==> config.mk <==
export PLATFORM = sky130hd
export DESIGN_NAME = pipe_trace_top
export DESIGN_NICKNAME = d
export VERILOG_FILES = /design/src/pipe_trace_pkg.sv /design/src/stage_tracker.sv /design/src/retire_fifo.sv /design/src/trace_serializer.sv /design/src/pipe_trace_top.sv
export SDC_FILE = /design/constraint.sdc
export NUM_CORES = 1
export LEC_CHECK = 0
export BUFFER_PORTS_ARGS = -buffer_cell sky130_fd_sc_hd__buf_4
export CORE_ASPECT_RATIO = 1.1
export CORE_MARGIN = 1.5
export CORE_UTILIZATION = 55
export DETAILED_ROUTE_END_ITERATION = 8
export PLACE_DENSITY_LB_ADDON = 0.12
export SKIP_CTS_REPAIR_TIMING = 1
export SLEW_MARGIN = 40
export SYNTH_ARGS = -nofsm -noshare
export SYNTH_HDL_FRONTEND = slang
export SYNTH_SLANG_ARGS = --single-unit
==> constraint.sdc <==
create_clock -name clk -period 15.6 [get_ports clk]
set_clock_uncertainty 0.05 [all_clocks]
set_input_delay 3.12 -clock clk [delete_from_list [all_inputs] [get_ports clk]]
set_output_delay 3.12 -clock clk [all_outputs]
set_load 0.05 [all_outputs]
==> src/pipe_trace_pkg.sv <==
// Shared sizes, record layout and enums for the pipeline trace unit
// Record is packed high to low as seq, fetch stall, decode stall, PC, instruction
// Header trace word holds seq in [23:16], fetch stalls in [15:12], decode stalls in [11:8]
// All other header bits are zero. Stall counters saturate at 15, seq wraps at 256
`default_nettype none

package pipe_trace_pkg;

  ////////////////////
  // Widths
  ////////////////////
  localparam int PC_W        = 32;
  localparam int INSTR_W     = 32;
  localparam int STALL_CNT_W = 4;
  localparam int SEQ_W       = 8;
  localparam int TRACE_W     = 32;               // One trace word on the output port
  localparam logic [STALL_CNT_W-1:0] STALL_MAX = '1; // Saturation point of the counters

  // Record field positions, instruction in the low bits
  localparam int REC_INSTR_LSB = 0;
  localparam int REC_PC_LSB    = REC_INSTR_LSB + INSTR_W;
  localparam int REC_DCNT_LSB  = REC_PC_LSB + PC_W;
  localparam int REC_FCNT_LSB  = REC_DCNT_LSB + STALL_CNT_W;
  localparam int REC_SEQ_LSB   = REC_FCNT_LSB + STALL_CNT_W;
  localparam int REC_W         = REC_SEQ_LSB + SEQ_W; // 80 bits total

  // Header word field positions
  localparam int HDR_DCNT_LSB = 8;
  localparam int HDR_FCNT_LSB = 12;
  localparam int HDR_SEQ_LSB  = 16;

  ////////////////////
  // Pipeline and FIFO
  ////////////////////
  localparam int NUM_STAGES = 5;
  localparam int ST_FE  = 0;   // Fetch
  localparam int ST_DE  = 1;   // Decode
  localparam int ST_EX  = 2;   // Execute
  localparam int ST_MEM = 3;   // Memory
  localparam int ST_WB  = 4;   // Writeback

  localparam int FIFO_DEPTH = 4;
  localparam int FIFO_AW    = 2;
  localparam int FIFO_CW    = FIFO_AW + 1;   // Occupancy count reaches FIFO_DEPTH

  typedef enum logic [1:0] {TK_NONE, TK_HDR, TK_PC, TK_INSTR} trace_kind_t;
  typedef enum logic [1:0] {SER_IDLE, SER_HDR, SER_PC, SER_INSTR} ser_state_t;

endpackage

`default_nettype wire

==> src/stage_tracker.sv <==
// Occupancy model of a five stage in-order pipeline
// A stall holds fetch and decode and pushes a bubble into execute
// Execute, memory and writeback always advance
// fetch_valid is ignored while stall is high
// retire_push is high for every cycle writeback holds a valid entry
`timescale 1ns/1ps
`default_nettype none

module stage_tracker import pipe_trace_pkg::*; (
  input  logic               clk,
  input  logic               rst_n,
  input  logic               fetch_valid,
  input  logic [PC_W-1:0]    fetch_pc,
  input  logic [INSTR_W-1:0] fetch_instr,
  input  logic               stall,
  output logic               retire_push,
  output logic [REC_W-1:0]   retire_rec
);

  logic [NUM_STAGES-1:0]  vld;                  // Stage occupied
  logic [PC_W-1:0]        pc_q   [NUM_STAGES];
  logic [INSTR_W-1:0]     ins_q  [NUM_STAGES];
  logic [STALL_CNT_W-1:0] fcnt_q [NUM_STAGES];  // Cycles held in fetch
  logic [STALL_CNT_W-1:0] dcnt_q [NUM_STAGES];  // Cycles held in decode
  logic [SEQ_W-1:0]       seq_q;                // Next retirement number
  logic                   accept;

  // Counter stops at 15 so long stalls read as "at least 15"
  function automatic logic [STALL_CNT_W-1:0] sat_inc(input logic [STALL_CNT_W-1:0] c);
    return (c == STALL_MAX) ? c : c + 1'b1;
  endfunction

  assign accept = fetch_valid && !stall;  // New instruction enters fetch

  ////////////////////
  // Valid bits
  ////////////////////
  always_ff @(posedge clk, negedge rst_n) begin
    if (!rst_n) begin
      vld <= '0;
    end else begin
      if (!stall) begin
        vld[ST_FE] <= accept;
        vld[ST_DE] <= vld[ST_FE];
        vld[ST_EX] <= vld[ST_DE];
      end else begin
        vld[ST_EX] <= 1'b0;          // Bubble, fetch and decode hold
      end
      vld[ST_MEM] <= vld[ST_EX];     // Back end never stalls
      vld[ST_WB]  <= vld[ST_MEM];
    end
  end

  ////////////////////
  // Stage payload
  ////////////////////
  always_ff @(posedge clk) begin
    if (!stall) begin
      if (accept) begin
        pc_q[ST_FE]   <= fetch_pc;
        ins_q[ST_FE]  <= fetch_instr;
        fcnt_q[ST_FE] <= '0;
        dcnt_q[ST_FE] <= '0;
      end
      // Fetch to decode, stall counts travel with the entry
      pc_q[ST_DE]   <= pc_q[ST_FE];
      ins_q[ST_DE]  <= ins_q[ST_FE];
      fcnt_q[ST_DE] <= fcnt_q[ST_FE];
      dcnt_q[ST_DE] <= dcnt_q[ST_FE];
      // Decode to execute
      pc_q[ST_EX]   <= pc_q[ST_DE];
      ins_q[ST_EX]  <= ins_q[ST_DE];
      fcnt_q[ST_EX] <= fcnt_q[ST_DE];
      dcnt_q[ST_EX] <= dcnt_q[ST_DE];
    end else begin
      // Held entries count the stall cycle in their own stage
      if (vld[ST_FE])
        fcnt_q[ST_FE] <= sat_inc(fcnt_q[ST_FE]);
      if (vld[ST_DE])
        dcnt_q[ST_DE] <= sat_inc(dcnt_q[ST_DE]);
    end

    // Execute to memory to writeback every cycle
    pc_q[ST_MEM]   <= pc_q[ST_EX];
    ins_q[ST_MEM]  <= ins_q[ST_EX];
    fcnt_q[ST_MEM] <= fcnt_q[ST_EX];
    dcnt_q[ST_MEM] <= dcnt_q[ST_EX];
    pc_q[ST_WB]    <= pc_q[ST_MEM];
    ins_q[ST_WB]   <= ins_q[ST_MEM];
    fcnt_q[ST_WB]  <= fcnt_q[ST_MEM];
    dcnt_q[ST_WB]  <= dcnt_q[ST_MEM];
  end

  ////////////////////
  // Retirement
  ////////////////////
  // Seq advances on every push, a dropped record still uses its number
  always_ff @(posedge clk, negedge rst_n) begin
    if (!rst_n)
      seq_q <= '0;
    else if (retire_push)
      seq_q <= seq_q + 1'b1;   // Wraps modulo 256
  end

  assign retire_push = vld[ST_WB];
  assign retire_rec  = {seq_q,
                        fcnt_q[ST_WB],
                        dcnt_q[ST_WB],
                        pc_q[ST_WB],
                        ins_q[ST_WB]};

endmodule

`default_nettype wire

==> src/retire_fifo.sv <==
// Show-ahead FIFO for retirement records, head entry always on head_rec
// A push to a full FIFO is dropped unless a pop happens in the same cycle
// A dropped push sets overflow, which stays high until reset
// pop on an empty FIFO is ignored
`timescale 1ns/1ps
`default_nettype none

module retire_fifo import pipe_trace_pkg::*; (
  input  logic             clk,
  input  logic             rst_n,
  input  logic             push,
  input  logic [REC_W-1:0] push_rec,
  input  logic             pop,
  output logic [REC_W-1:0] head_rec,
  output logic             empty,
  output logic             overflow
);

  logic [REC_W-1:0]   mem [FIFO_DEPTH];   // Record storage
  logic [FIFO_AW-1:0] wr_ptr;
  logic [FIFO_AW-1:0] rd_ptr;
  logic [FIFO_CW-1:0] count_q;            // Entries held, 0 to FIFO_DEPTH
  logic               full;
  logic               do_push;
  logic               do_pop;

  assign full    = (count_q == FIFO_CW'(FIFO_DEPTH));
  assign empty   = (count_q == '0);
  assign do_pop  = pop && !empty;
  assign do_push = push && (!full || do_pop);  // Pop frees a slot this same edge

  ////////////////////
  // Pointers and count
  ////////////////////
  always_ff @(posedge clk, negedge rst_n) begin
    if (!rst_n) begin
      wr_ptr   <= '0;
      rd_ptr   <= '0;
      count_q  <= '0;
      overflow <= 1'b0;
    end else begin
      if (do_push)
        wr_ptr <= wr_ptr + 1'b1;     // Depth is a power of two, wraps by itself
      if (do_pop)
        rd_ptr <= rd_ptr + 1'b1;
      case ({do_push, do_pop})
        2'b10:   count_q <= count_q + 1'b1;
        2'b01:   count_q <= count_q - 1'b1;
        default: count_q <= count_q;   // Both or neither
      endcase
      if (push && !do_push)
        overflow <= 1'b1;              // Sticky
    end
  end

  // Storage
  always_ff @(posedge clk) begin
    if (do_push)
      mem[wr_ptr] <= push_rec;
  end

  assign head_rec = mem[rd_ptr];   // Valid only while empty is low

endmodule

`default_nettype wire

==> src/trace_serializer.sv <==
// Turns each record into three trace words, header then PC then instruction
// Output is a plain strobe with no back-pressure
// Next record is popped together with the instruction word, so records run back to back
// trace_valid, trace_kind and trace_data decode from the state register
`timescale 1ns/1ps
`default_nettype none

module trace_serializer import pipe_trace_pkg::*; (
  input  logic               clk,
  input  logic               rst_n,
  input  logic               empty,
  input  logic [REC_W-1:0]   head_rec,
  output logic               pop,
  output logic               trace_valid,
  output trace_kind_t        trace_kind,
  output logic [TRACE_W-1:0] trace_data
);

  ser_state_t       state_q;
  ser_state_t       state_nxt;
  logic [REC_W-1:0] rec_q;       // Record being sent
  logic [TRACE_W-1:0] hdr_word;

  // Free to take a record when idle or on the last word of the current one
  assign pop = ((state_q == SER_IDLE) || (state_q == SER_INSTR)) && !empty;

  ////////////////////
  // State machine
  ////////////////////
  always_ff @(posedge clk, negedge rst_n) begin
    if (!rst_n)
      state_q <= SER_IDLE;
    else
      state_q <= state_nxt;
  end

  always_comb begin
    state_nxt = state_q;
    case (state_q)
      SER_IDLE:  if (pop) state_nxt = SER_HDR;
      SER_HDR:   state_nxt = SER_PC;
      SER_PC:    state_nxt = SER_INSTR;
      SER_INSTR: state_nxt = pop ? SER_HDR : SER_IDLE;
      default:   state_nxt = SER_IDLE;
    endcase
  end

  always_ff @(posedge clk) begin
    if (pop)
      rec_q <= head_rec;   // Latched on the popping edge
  end

  ////////////////////
  // Output words
  ////////////////////
  always_comb begin
    hdr_word = '0;
    hdr_word[HDR_SEQ_LSB  +: SEQ_W]       = rec_q[REC_SEQ_LSB  +: SEQ_W];
    hdr_word[HDR_FCNT_LSB +: STALL_CNT_W] = rec_q[REC_FCNT_LSB +: STALL_CNT_W];
    hdr_word[HDR_DCNT_LSB +: STALL_CNT_W] = rec_q[REC_DCNT_LSB +: STALL_CNT_W];
  end

  always_comb begin
    trace_valid = 1'b1;
    trace_kind  = TK_NONE;
    trace_data  = '0;
    case (state_q)
      SER_HDR: begin
        trace_kind = TK_HDR;
        trace_data = hdr_word;
      end
      SER_PC: begin
        trace_kind = TK_PC;
        trace_data = rec_q[REC_PC_LSB +: PC_W];
      end
      SER_INSTR: begin
        trace_kind = TK_INSTR;   // Marks the end of a record
        trace_data = rec_q[REC_INSTR_LSB +: INSTR_W];
      end
      default: trace_valid = 1'b0;
    endcase
  end

endmodule

`default_nettype wire

==> src/pipe_trace_top.sv <==
// Pipeline trace unit, tracker feeds FIFO feeds serializer
// With no stalls an instruction fetched at edge k shows its header after edge k+6
// A burst of retirements faster than one per three cycles overflows the FIFO
// overflow is sticky until rst_n
`timescale 1ns/1ps
`default_nettype none

module pipe_trace_top import pipe_trace_pkg::*; (
  input  logic               clk,
  input  logic               rst_n,
  input  logic               fetch_valid,
  input  logic [PC_W-1:0]    fetch_pc,
  input  logic [INSTR_W-1:0] fetch_instr,
  input  logic               stall,
  output logic               trace_valid,
  output trace_kind_t        trace_kind,
  output logic [TRACE_W-1:0] trace_data,
  output logic               overflow
);

  // Tracker to FIFO
  logic             retire_push;
  logic [REC_W-1:0] retire_rec;
  // FIFO to serializer
  logic [REC_W-1:0] head_rec;
  logic             empty;
  logic             pop;

  ////////////////////
  // Producer
  ////////////////////
  stage_tracker u_tracker (
    .clk         (clk),
    .rst_n       (rst_n),
    .fetch_valid (fetch_valid),
    .fetch_pc    (fetch_pc),
    .fetch_instr (fetch_instr),
    .stall       (stall),
    .retire_push (retire_push),
    .retire_rec  (retire_rec)
  );

  retire_fifo u_fifo (
    .clk      (clk),
    .rst_n    (rst_n),
    .push     (retire_push),
    .push_rec (retire_rec),
    .pop      (pop),
    .head_rec (head_rec),
    .empty    (empty),
    .overflow (overflow)   // Straight to the top port
  );

  ////////////////////
  // Consumer
  ////////////////////
  trace_serializer u_ser (
    .clk         (clk),
    .rst_n       (rst_n),
    .empty       (empty),
    .head_rec    (head_rec),
    .pop         (pop),
    .trace_valid (trace_valid),
    .trace_kind  (trace_kind),
    .trace_data  (trace_data)
  );

endmodule

`default_nettype wire

Yosys cells after proc, flatten, opt, wreduce, memory -nomap -nowiden
Memory sizes are Yosys's and may differ from the RTL's. A register that Yosys moved wholly into a read port is not among the register bits.
Cells that the tools add are included.
{"block": "totals", "out_inout_bits": 36, "register_bits": 23, "memories": 5, "input_bits": 68, "ramBits": 680, "word_cells": 70}
{"name": "u_fifo.mem", "depth": 4, "word_bits": 80, "read_ports": 1, "rd_ports_with_merged_regs": 1, "wr": 1, "line": "retire_fifo.sv:19", "text": "logic [REC_W-1:0] mem [FIFO_DEPTH];"}
{"name": "u_tracker.ins_q", "depth": 5, "word_bits": 32, "read_ports": 5, "rd_ports_with_merged_regs": 0, "wr": 5, "line": "stage_tracker.sv:22", "text": "logic [INSTR_W-1:0] ins_q [NUM_STAGES];"}
{"name": "u_tracker.pc_q", "depth": 5, "word_bits": 32, "read_ports": 5, "rd_ports_with_merged_regs": 0, "wr": 5, "line": "stage_tracker.sv:21", "text": "logic [PC_W-1:0] pc_q [NUM_STAGES];"}
{"name": "u_tracker.dcnt_q", "depth": 5, "word_bits": 4, "read_ports": 5, "rd_ports_with_merged_regs": 0, "wr": 5, "line": "stage_tracker.sv:24", "text": "logic [STALL_CNT_W-1:0] dcnt_q [NUM_STAGES];"}
{"name": "u_tracker.fcnt_q", "depth": 5, "word_bits": 4, "read_ports": 5, "rd_ports_with_merged_regs": 0, "wr": 5, "line": "stage_tracker.sv:23", "text": "logic [STALL_CNT_W-1:0] fcnt_q [NUM_STAGES];"}
{"block": "classes", "bitwise_logic": 2, "n_mux": 24, "n_reduce_logical": 15, "eq_ne": 9, "add_sub_neg": 7}
{"op": "case mux 32 bit (3 select lines)", "n": 1}
{"op": "two-way mux 4 bit", "n": 4}
{"op": "two-way mux 1 bit", "n": 15}
{"op": "adder 4 x 1 -> 4 bit (second input constant)", "n": 2}
{"op": "adder 8 x 1 -> 8 bit (second input constant)", "n": 1}
{"op": "equality test 4 bit (second input constant)", "n": 2}
{"op": "case mux 2 bit (4 select lines)", "n": 1}
{"op": "equality test 2 bit (second input constant)", "n": 3}
{"op": "case mux 2 bit (3 select lines)", "n": 1}
{"op": "case mux 3 bit (2 select lines)", "n": 1}
{"op": "logical AND 1 bit", "n": 5}
{"op": "adder 2 x 1 -> 2 bit (second input constant)", "n": 2}
{"op": "equality test 2 x 1 -> 1 bit (second input constant)", "n": 2}
{"op": "logical NOT 1 bit", "n": 4}
{"op": "adder 3 x 1 -> 3 bit (second input constant)", "n": 1}
{"op": "equality test 3 bit (second input constant)", "n": 1}
{"op": "logical NOT 3 bit", "n": 1}
{"op": "OR reduction 3 bit", "n": 1}
{"op": "subtractor 3 x 1 -> 3 bit (second input constant)", "n": 1}
{"op": "logical NOT 2 bit", "n": 1}
{"op": "logical OR 1 bit", "n": 2}
{"op": "two-way mux 2 bit", "n": 1}
{"op": "!= test 2 bit (second input constant)", "n": 1}
{"op": "OR 1 bit", "n": 2}
{"op": "nonzero test 2 bit", "n": 1}

Depth between registers and ports, before layout
Gate-level depths: netlist of the first run.
{"block": "logic_depth", "depth_word": 8, "mapped_depth": 9}

Modules after synthesis
A second synthesis of the first run with hierarchy kept.
{"block": "unflattened", "cells_unflattened": 1092, "hier_area_um2": 25294.3}
{"mod": "retire_fifo", "cells_per_inst": 457, "area_each_um2": 12026.5, "instances": 1, "seq_area_each_um2": 9809.4}
{"mod": "stage_tracker", "cells_per_inst": 457, "area_each_um2": 10178.5, "instances": 1, "seq_area_each_um2": 9574.2}
{"mod": "trace_serializer", "cells_per_inst": 178, "area_each_um2": 3089.2, "instances": 1, "seq_area_each_um2": 2452.4}

Worst setup path after synthesis of the first run
Ideal clock, no wire load.
{"block": "synth_timing", "path_kind": "input to register", "startpoint": "input stall", "endpoint": "memory u_tracker.ins_q[0][0] (enable)", "slack_ps": 7572, "arrival_time_ps": 7560, "path_stages": 3, "required_time_ps": 15132, "n_path_buf": 0, "cell_sequence": "inv_1 > nand2_1 > inv_1"}
{"item": "start, declared", "line": "pipe_trace_top.sv:14", "text": "input logic stall,"}
{"item": "end, declared", "line": "stage_tracker.sv:22"}

Final worst setup path of the first run
{"block": "layout_timing", "startpoint": "register u_ser.state_q[1]", "endpoint": "output trace_data[21]"}
{"block": "layout_via", "elab_chain_len": 2, "elab_cells_between_ends": 4, "cone_classes": "eq/ne (3); mux (1)"}
{"item": "start, declared", "line": "trace_serializer.sv:19", "text": "ser_state_t state_q;"}
{"item": "start signal, assigned", "line": "trace_serializer.sv:34", "text": "state_q <= state_nxt;"}
{"item": "equality test 2 bit or equality test 2 x 1 -> 1 bit (tied branches)", "line": "trace_serializer.sv:67", "text": "case (state_q)"}
{"item": "case mux 32 bit (3 select lines) (*)", "line": "trace_serializer.sv:67"}
{"item": "end, declared", "line": "pipe_trace_top.sv:17", "text": "output logic [TRACE_W-1:0] trace_data,"}
Mark *: on every way between the ends. The rest lies on a longest branch, timed or not.

==> summary.txt, run 1 <==
Power and ir drop
  – Cell-internal power: between 4 and 5 mW
  – Part of the power in combinational logic: about a fifth
  – Sw frac: about 28%
  – Clk network pwr share: just over 30%
  – Pwr dens: just under 200 mW/mm2
  – Switching power: 1.58 mW
  – Reg power frac: 49.6%
  – Pleak: approximately 10 nW
  – Final Power: 5.61 mW
  – Peak supply drop: about 130 uV

Yosys
  – Avg Cell Area, Syn: roughly 23 um2
  – Synth area leaders: edfxtp_1 73%, dfxtp_1 12%, mux4_2 7.2%, dfrtp_1 2.3%, nor2_1 0.68%
  – Post-synthesis sequential area ratio: between 80% and 90%
  – Warnings, synthesis: 0
  – Number of synthesized flops with an enable pin: approximately 610
  – Post-synth top area share: approximately three quarters
  – Cells after synthesis: between 1000 and 1500
  – Ys async rst share: under 10%
  – Synth Flop Type: edfxtp_1
  – Cell area after synthesis: 0.0250 mm2
  – Area leader, netlist: edfxtp_1
  – Number of synthesized register bits: 779
  – Yosys cell types: 42
  – Syn Nets: around 1200

Floorplan
  – I/O Pins: 104
  – DIE AREA: ~0.047 mm2
  – Core ar.: 0.0447 mm2
  – Num rows: between 80 and 90
  – Initial Utilization: between 50% and 60%
  – Chip Width: 206 um
  – Die height: between 200 and 250 um

Worst setup path
  – Crit Path Category: reg2out
  – Worst-path fanout max: 17
  – Startpoint types: flip-flop
  – CP endpoint kind: output port
  – Arrival time at the worst endpoint: around 2.5 ns
  – Critical Path RT: roughly 12 ns

Route
  – Met3 Wirelength: approximately 2000 um
  – Drt drc: 0
  – Post-DR wirelength/cell: around 22 um
  – Met2 WL post-DR: between 15000 and 20000 um
  – Max layer used: met4
  – M1 WL: about 18000 um
  – Vias: a little over 10000
  – DR pass1 iterations: 5
  – Vias per cell: about 5.4
  – DR iter-0 viols: between 700 and 800
  – Remaining antenna violation count after routing: 0
  – Drt total wl: 40200 um

CTS
  – Clock Tree Root: clkbuf_16
  – Num CTS Buffers: 73
  – Clk sinks: around 780
  – Max Root-Sink Buffers: 3
  – TritonCTS clock tree: built
  – Number of H-tree levels: 3
  – Reg clk slew, reported paths: roughly 0.06 ns
  – Worst-skew pair later-pin latency: roughly 0.6 ns

GRT
  – Global-route wire length before repair: approximately 61000 um
  – Overall routing resource usage: a little under a fifth
  – Initial antenna violation count: 0
  – Vias in the first global route: 10400
  – Largest net degree at the start of global routing: 80
  – Grt total ovfl: 0

Outcome
  – Outcome: finished clean

Timing
  – Final Critical Period: roughly 5.7 ns
  – Fmax: around 180 MHz
  – Setup TNS: 0 ns
  – Final Max Slew Viols: 0
  – Period utilization: between 30 and 40%
  – Worst Tran Pin Value: approximately 0.80 ns
  – Slew margin rel.: approximately 47%
  – Final worst slack: 9.90 ns
  – Worst hold slack: 0.271 ns
  – Final Hold Fails: 0
  – RSZ-0062 raised after global routing: false
  – Setup-failing EPs final: 0

Placed design
  – Placed Cells: around 1700
  – GP Congestion: about 0.72
  – Pre-CTS setup slack: slightly above 10 ns
  – Post-DP HPWL: around 22000 um
  – Placed Area: between 0.02 and 0.03 mm2
  – Port bufs: 103

Layout
  – Filler cells: roughly 2900
  – Sequential cell area: approximately 0.022 mm2
  – Non-Filler Instances: 1866
  – Area delta synth->final: 15.3%
  – Finished Core Util: between 60 and 70%
  – Multi-input gate area: 0.00298 mm2
  – Commonest cells after routing, fill and taps aside: 612 x edfxtp_1, 144 x dfxtp_1, 110 x buf_4
  – Commonest non-fill, non-tap cell in the layout: edfxtp_1
  – Finished Cell Area: 0.0288 mm2
  – Nets: 1306
  – Layout cells sized above 1: between 20% and 30%

Job
  – Max-cap violations: 0

Min path
  – Worst Hold Class: reg2reg
[cells in the mapped netlist (9+ instances only)]
master    number
dfrtp_1       23
ha_1          12
mux4_2        80
nand2_1       11
inv_1         14
edfxtp_1     612
buf_4         10
a222oi_1      16
nor2_1        45
a22oi_1       16
clkbuf_1      19
dfxtp_1      144
xnor2_1        9
[power groups by stage]
stage               clock network, mW  registers [mW]  logic, mW
floorplan                           0            2.74      0.833
global placement                    0            2.85       1.09
detailed placement                  0            2.85       1.11
CTS                              1.75            2.81       1.11
global route                     1.83            2.81       1.20
finish                           1.71            2.78       1.12
[flip-flops by register name (all words and copies together), names as in the netlist]
register          count
u_tracker.fcnt_q     20
u_tracker.vld         5
u_tracker.seq_q       8
u_ser.state_q         2
u_fifo.wr_ptr         2
u_fifo.overflow       1
u_fifo.count_q        3
u_tracker.dcnt_q     16
u_tracker.ins_q     160
u_tracker.pc_q      160
u_fifo.mem          320
u_fifo.rd_ptr         2
u_ser.rec_q          80
[cell families (layout without fill, tap and decap cells)]
group           Yosys count  in the layout  synth area share [%]
flops                   779            779                  87.3
compound gates           46             46                  1.52
buf+inv                  49            262                 0.976
fa+ha+maj                13             13                 0.681
other cells               0              1                     0
xor+xnor                 16             16                 0.560
simple gates             86             86                  1.64
mux                      82             82                  7.30
[final timing paths]
path / start / end / slack (ns) / cells past startpoint
worst max-delay path: u_ser.state_q[1] / trace_data[21] / 9.90 / 5
worst min-delay path: u_tracker.ins_q[0][111] / u_tracker.ins_q[0][143] / 0.27 / 0
worst max register to register: u_ser.state_q[0] / u_fifo.mem[1][1] / 12.04 / 5
worst min register to register: u_tracker.ins_q[0][111] / u_tracker.ins_q[0][143] / 0.27 / 0
max in group asynchronous: rst_n / u_fifo.rd_ptr[0] / 12.84 / 1
min in group asynchronous: rst_n / u_ser.state_q[1] / 2.37 / 1
[critical path: stages (launching register included)]
cell and delay, ns:
dfrtp_1 0.45, inv_1 0.19, ha_1 0.71, a222oi_1 0.14
nor2_1 0.21, buf_4 0.24
[metal layers]
layer	vias up	GRT usage [%]
met5	-	0
met1	5218	24.8
met3	54	3.23
met2	249	29.4
met4	0	6.22
li1	4599	-
[area by class of cell]
type,count,share of cell area (%)
Tap cell,581,2.52
Timing Repair Buffer,114,3.05
Multi-Input combinational cell,243,10.3
Clock inverter,17,0.581
Antenna cell,1,0.00868
Inverter,14,0.204
Sequential cell,779,75.8
Clock buffer,117,7.55
Note: power is estimated with default switching activity, not from simulation.
==> inputs of run 2 (changes only) <==
Settings changed: CORE_UTILIZATION 55 to 54.
Clock period 15.6 ns to 5.1 ns, I/O delays scaled along.
==> summary.txt, run 2 (synthesis gave the netlist of run 1 again) <==
Floorplan
  – Core ar.: 0.0457 mm2 (was 0.0447 mm2)
  – Num rows: 82 (was 81)
  – DIE AREA: 0.0476 mm2 (was 0.0468 mm2)
  – Die height: 229 um (was 227 um)
  – I/O Pins: 104 (unchanged)
  – Chip Width: 208 um (was 206 um)
  – Initial Utilization: 54.8% (was 55.9%)

Layout
  – Finished Core Util: 63.6% (was 64.5%)
  – Commonest non-fill, non-tap cell in the layout: edfxtp_1 (unchanged)
  – Area delta synth->final: 16.1% (was 15.3%)
  – Non-Filler Instances: 1882 (was 1866)
  – Commonest cells after routing, fill and taps aside: 612 x edfxtp_1, 144 x dfxtp_1, 116 x buf_4 (was 612 x edfxtp_1, 144 x dfxtp_1, 110 x buf_4)
  – Largest regs: u_fifo.mem: 320 flops, u_tracker.ins_q: 160 flops, u_tracker.pc_q: 160 flops (unchanged)
  – Top reg by flops: u_fifo.mem (unchanged)
  – Nets: 1315 (was 1306)
  – Antenna cell count: 0 (was 1)
  – Max reg flops: 320 (unchanged)
  – Finished Cell Area: 0.0290 mm2 (was 0.0288 mm2)
  – Layout cells sized above 1: 26.2% (was 24.5%)

Route
  – Post-DR wirelength/cell: 21.3 um (was 21.5 um)
  – Vias: 10100 (about the same)
  – DR iter-0 viols: 748 (was 780)
  – Drt total wl: 40100 um (was 40200 um)
  – Vias per cell: 5.35 (was 5.42)
  – DR pass1 iterations: 5 (unchanged)
  – Remaining antenna violation count after routing: 0 (unchanged)
  – Drt drc: 0 (unchanged)

Power and ir drop
  – Pleak: 10.1 nW (was 9.98 nW)
  – Pwr dens: 595 mW/mm2 (was 195 mW/mm2)
  – Final Power: 17.3 mW (was 5.61 mW)
  – Peak supply drop: 398 uV (was 127 uV)

GRT
  – Grt total ovfl: 0 (unchanged)
  – Global-route wire length before repair: 61900 um (was 60700 um)
  – Vias in the first global route: 10700 (was 10400)
  – Initial antenna violation count: 0 (unchanged)
  – Largest net degree at the start of global routing: 63 (was 80)
  – Overall routing resource usage: 17.5% (was 18.0%)

Worst setup path
  – Worst R2R End: u_fifo.mem[0][76] (was u_fifo.mem[1][1])
  – Reg2reg start: u_ser.state_q[0] (unchanged)
  – Reg2Reg Depth: 5 (unchanged)
  – Arrival time at the worst endpoint: 2.57 ns (was 2.53 ns)
  – Crit path launch: u_ser.state_q[0] (was u_ser.state_q[1])
  – Startpoint types: flip-flop (unchanged)
  – Crit Path Category: reg2out (unchanged)
  – CP endpoint kind: output port (unchanged)
  – Reg-to-reg setup timing slack: 1.74 ns (was 12.04 ns)
  – Worst-path fanout max: 33 (was 17)
  – Crit path to: trace_data[8] (was trace_data[21])
  – Critical Path RT: 4.03 ns (was 12.43 ns)

Placed design
  – GP Congestion: 0.709 (was 0.721)
  – Post-DP HPWL: 22500 um (was 22200 um)
  – Placed Cells: 1746 (was 1730)
  – Placed Area: 0.0266 mm2 (was 0.0264 mm2)
  – Port bufs: 103 (unchanged)
  – Pre-CTS setup slack: 1.44 ns (was 10.16 ns)

Timing
  – Setup TNS: 0 ns (unchanged)
  – RSZ-0062 raised after global routing: false (unchanged)
  – Final Hold Fails: 0 (unchanged)
  – Worst Tran Pin Value: 0.764 ns (was 0.797 ns)
  – Setup-failing EPs final: 0 (unchanged)
  – Period utilization: 71.4%
  – Final Critical Period: roughly 3.6 ns
  – Fmax: between 200 and 300 MHz
  – Worst hold slack: 0.265 ns (was 0.271 ns)
  – Final Max Slew Viols: 0 (unchanged)
  – Final worst slack: 1.46 ns (was 9.90 ns)
  – Slew margin rel.: 49.1% (was 46.9%)

CTS
  – Max Root-Sink Buffers: 3 (unchanged)
  – Number of H-tree levels: 3 (unchanged)
  – TritonCTS clock tree: built (unchanged)
  – Num CTS Buffers: 73 (unchanged)
  – Clock Tree Root: clkbuf_16 (unchanged)
  – Worst-skew pair later-pin latency: 0.59 ns (was 0.60 ns)
  – Reg clk slew, reported paths: 0.06 ns (about the same)
  – Clk sinks: 779 (unchanged)

Job
  – Max-cap violations: 0 (unchanged)

Min path
  – Worst Hold Class: in2async (was reg2reg)

Outcome
  – Outcome: finished clean (unchanged)
run 2: cell count changes in the layout (fill, tap and decap cells not counted), moves of 2 or more:
cell        before  now
buf_12           1    6
buf_4          110  116
buf_6            3    1
clkbuf_1        30   17
clkinv_2        10   20
clkinvlp_4       1    3
run 2: area by class of cell:
cell class                      instances  area (um2)
Sequential cell                       779       21800
Fill cell                            3075       16600
Multi-Input combinational cell        243        2980
Clock buffer                          105        2150
Timing Repair Buffer                  123        1000
Tap cell                              588         736
Clock inverter                         30         260
Inverter                               14        58.8
run 2: how the worst min path moves through the flow:
stage                            startpoint                      end  depth (start not counted)
finish                                rst_n        u_fifo.count_q[0]                          1
CTS                                   rst_n         u_fifo.rd_ptr[1]                          1
floorplan           u_tracker.dcnt_q[0][12]  u_tracker.dcnt_q[0][16]                          0
global route                          rst_n        u_fifo.count_q[1]                          1
detailed placement  u_tracker.ins_q[0][112]  u_tracker.ins_q[0][144]                          0
global placement    u_tracker.ins_q[0][127]  u_tracker.ins_q[0][159]                          0
run 2: worst max-delay path, stage by stage (launching register included):
cell and delay (ns):
dfrtp_1 0.47, inv_1 0.17, ha_4 0.38, a222oi_1 0.62, nor2_1 0.10, buf_4 0.22
run 2: per-layer routing:
layer	vias to the layer above	routed length, um	track usage (%)
met5	-	0	0
met2	240	20300	29.1
met1	5158	16800	23.1
li1	4604	-	-
met3	67	2090	3.78
met4	0	872	6.20
run 2: where the power goes:
| part | total [mW] | internal (mW) | switching (mW) | leakage, nW |
|---|---|---|---|---|
| Sequential | 8.42 | 7.99 | 0.429 | 7.23 |
| Combinational | 3.52 | 1.29 | 2.23 | 1.67 |
| Clock | 5.33 | 3.15 | 2.18 | 1.20 |
==> inputs of run 3 (changes only) <==
Settings changed: ABC_AREA set to 1.
Clock period 5.1 ns to 3 ns, I/O delays scaled along.
==> summary.txt, run 3 <==
GRT
  – GR Util met3: 3.17% (was 3.78%)
  – Overall routing resource usage: 19.3% (was 17.5%)
  – Grt met1 use: 27.5% (was 23.1%)
  – Initial antenna violation count: 0 (unchanged)
  – Global-route wire length before repair: 69800 um (was 61900 um)
  – Met2 Track Usage GR: 30.1% (was 29.1%)
  – Vias in the first global route: 12100 (was 10700)
  – Grt total ovfl: 0 (unchanged)
  – Global route hottest layer: met2 (unchanged)
  – Largest net degree at the start of global routing: 142 (was 63)

Route
  – DR pass1 iterations: 5 (unchanged)
  – Drt drc: 0 (unchanged)
  – Vias per cell: 5.28 (was 5.35)
  – Drt total wl: 45400 um (was 40100 um)
  – Post-DR wirelength/cell: 19.4 um (was 21.3 um)
  – Remaining antenna violation count after routing: 0 (unchanged)
  – Vias: 12400 (was 10100)
  – DR iter-0 viols: 1069 (was 748)

Worst setup path
  – Startpoint types: flip-flop (unchanged)
  – CP max-delay cell: dfrtp_1 (was a222oi_1)
  – Critical path, cell by cell: inv_1, ha_1, clkinvlp_4, nand2_1, inv_1, buf_4 (was inv_1, ha_4, a222oi_1, nor2_1, buf_4)
  – CP peak stage delay: 0.41 ns (was 0.62 ns)
  – Reg2reg start: u_ser.state_q[0] (unchanged)
  – Crit Path Category: reg2out (unchanged)
  – Reg-to-reg setup timing slack: 0.45 ns (was 1.74 ns)
  – Worst R2R End: u_fifo.mem[0][7] (was u_fifo.mem[0][76])
  – Critical Path RT: 2.35 ns (was 4.03 ns)
  – Worst-path fanout max: 17 (was 33)
  – Reg2Reg Depth: 8 (was 5)
  – CP endpoint kind: output port (unchanged)
  – Arrival time at the worst endpoint: 2.25 ns (was 2.57 ns)
  – Most used cell, CP: inv_1

Min path
  – Hold Path Stages: 1
  – Worst Hold Class: in2reg (was in2async)
  – Worst hold path startpoint: fetch_instr[16]
  – Min-Delay Endpoint: u_tracker.ins_q[0][16]

Placed design
  – Post-DP HPWL: 26700 um (was 22500 um)
  – Pre-CTS setup slack: 0.422 ns (was 1.44 ns)
  – GP Congestion: 0.781 (was 0.709)
  – Port bufs: 103 (unchanged)

CTS
  – Num CTS Buffers: 75 (was 73)
  – TritonCTS clock tree: built (unchanged)
  – Max Root-Sink Buffers: 3 (unchanged)
  – Reg clk slew, reported paths: 0.06 ns (about the same)
  – Clk sinks: 779 (unchanged)
  – Number of H-tree levels: 3 (unchanged)
  – Worst-skew pair later-pin latency: 0.61 ns (was 0.59 ns)
  – Clock Tree Root: clkbuf_16 (unchanged)

Timing
  – Worst Tran Pin Value: 0.591 ns (was 0.764 ns)
  – Setup TNS: 0 ns (unchanged)
  – Final Hold Fails: 0 (unchanged)
  – Setup-failing EPs final: 0 (unchanged)
  – Slew margin rel.: 60.5% (was 49.1%)
  – Final Max Slew Viols: 0 (unchanged)
  – Final worst slack: 0.101 ns (was 1.46 ns)
  – Period utilization: around 97%
  – Final Critical Period: 2.90 ns
  – Fmax: between 300 and 400 MHz

Power and ir drop
  – Peak supply drop: 733 uV (was 398 uV)
  – Pleak: 10.6 nW (was 10.1 nW)
  – Pwr dens: 1030 mW/mm2 (was 595 mW/mm2)

Floorplan
  – Chip Width: 210 um (was 208 um)
  – Die height: 231 um (was 229 um)
  – Core ar.: 0.0466 mm2 (was 0.0457 mm2)
  – I/O Pins: 104 (unchanged)
  – DIE AREA: 0.0486 mm2 (was 0.0476 mm2)
  – Num rows: 83 (was 82)
  – Initial Utilization: 54.7% (was 54.8%)

Yosys
  – Syn Nets: 1610 (was 1152)
  – Avg Cell Area, Syn: 16.7 um2 (was 23.3 um2)
  – Post-synthesis sequential area ratio: 85.6% (was 87.3%)
  – Cell area after synthesis: 0.0255 mm2 (was 0.0250 mm2)
  – Post-synth top cells: 612 x edfxtp_1, 177 x nor2_1, 144 x dfxtp_1 (was 612 x edfxtp_1, 144 x dfxtp_1, 80 x mux4_2)
  – Area leader, netlist: edfxtp_1 (unchanged)
  – Post-synth top area share: 72.0% (was 73.5%)
  – Number of synthesized flops with an enable pin: 612 (unchanged)
  – Cells after synthesis: 1529 (was 1071)
  – Synth area leaders: edfxtp_1 72%, dfxtp_1 11%, o21ai_0 2.7%, nor2_1 2.6%, dfrtp_1 2.3% (was edfxtp_1 73%, dfxtp_1 12%, mux4_2 7.2%, dfrtp_1 2.3%, nor2_1 0.68%)
  – Number of synthesized register bits: 779 (unchanged)
  – Yosys cell types: 33 (was 42)
  – Most common cell in the netlist: edfxtp_1 (unchanged)
  – Ys async rst share: 2.95% (unchanged)
  – Warnings, synthesis: 0 (unchanged)
  – Synth Flop Type: edfxtp_1 (unchanged)

Layout
  – Commonest non-fill, non-tap cell in the layout: edfxtp_1 (unchanged)
  – Area delta synth->final: 16.1% (about the same)
  – Nets: 1764 (was 1315)
  – Largest regs: u_fifo.mem: 320 flops, u_tracker.ins_q: 160 flops, u_tracker.pc_q: 160 flops (unchanged)
  – Layout cells sized above 1: 15.2% (was 26.2%)
  – Max reg flops: 320 (unchanged)
  – Commonest cells after routing, fill and taps aside: 612 x edfxtp_1, 173 x nor2_1, 144 x dfxtp_1 (was 612 x edfxtp_1, 144 x dfxtp_1, 116 x buf_4)
  – Top reg by flops: u_fifo.mem (unchanged)

Outcome
  – Outcome: finished clean (unchanged)

Job
  – Max-cap violations: 0 (unchanged)
run 3: cell count changes after synthesis, sizes merged, moves of 6 or more:
cell	before	now
o21ai	4	165
nand2	11	132
inv	14	49
nand3	3	25
a222oi	16	0
mux4	80	0
buf	15	40
o22ai	0	80
nor2	45	179
xnor2	9	1
clkbuf	20	26
a21oi	0	20
and2	6	0
a22oi	16	0
run 3: kinds of logic after synthesis:
family | share of synthesized area [%]
simple gates | 5.28
xor+xnor | 0.309
fa+ha+maj | 0.667
flops | 85.6
compound gates | 5.68
buf+inv | 2.49
run 3: how the worst max path moves through the flow:
stage	from	to	slack, ns	cells after the start
global placement	u_ser.state_q[0]	u_fifo.mem[0][42]	0.46	8
detailed placement	u_ser.state_q[0]	u_fifo.mem[0][42]	0.42	8
finish	u_ser.state_q[1]	trace_data[10]	0.10	6
global route	u_ser.state_q[1]	trace_data[10]	-0.004	6
floorplan	stall	u_tracker.fcnt_q[0][0]	-1.35	5
CTS	u_ser.state_q[0]	trace_data[10]	-0.06	6
run 3: power breakdown:
part           internal, mW  total [mW]  switching, mW
combinational          1.97        6.97           5.00
sequential             13.6        14.3          0.733
clock                  5.36        9.10           3.75
total                  20.9        30.4           9.48
run 3: area by class of cell:
| class | count | area, um2 |
|---|---|---|
| timing repair buffer | 143 | 1300 |
| clock inverter | 36 | 303 |
| sequential | 779 | 21800 |
| tap | 595 | 744 |
| fill | 3276 | 17000 |
| inverter | 51 | 216 |
| antenna | 1 | 2.50 |
| clock buffer | 103 | 2140 |
| multi-input combinational | 633 | 3070 |
run 3: critical path: cells and delay by family (launching register included):
kind	cells	cell delay, ns
fa+ha+maj	1	0.26
buf+inv	4	0.74
flops	1	0.41
simple gates	1	0.23
run 3: metrics by stage:
step | utilization, % | cell area [um2] | hold slack (ns) | power, mW | instances
CTS | 63.4 | 29600 | -0.166 | 30.7 | 2338
global placement | 58.2 | 27100 | 0.260 | 21.5 | 2199
global route | 63.5 | 29600 | 0.0827 | 31.8 | 2340
finish | 63.5 | 29600 | 0.108 | 30.4 | 2341
floorplan | - | 25600 | 0.254 | 19.1 | 1529
detailed placement | 58.2 | 27100 | 0.262 | 21.6 | 2199
run 3: routing by layer:
metal,wire (um),vias to the layer above
met1,20300,6052
met4,1120,0
li1,-,5883
met5,0,-
met3,2390,66
met2,21600,349
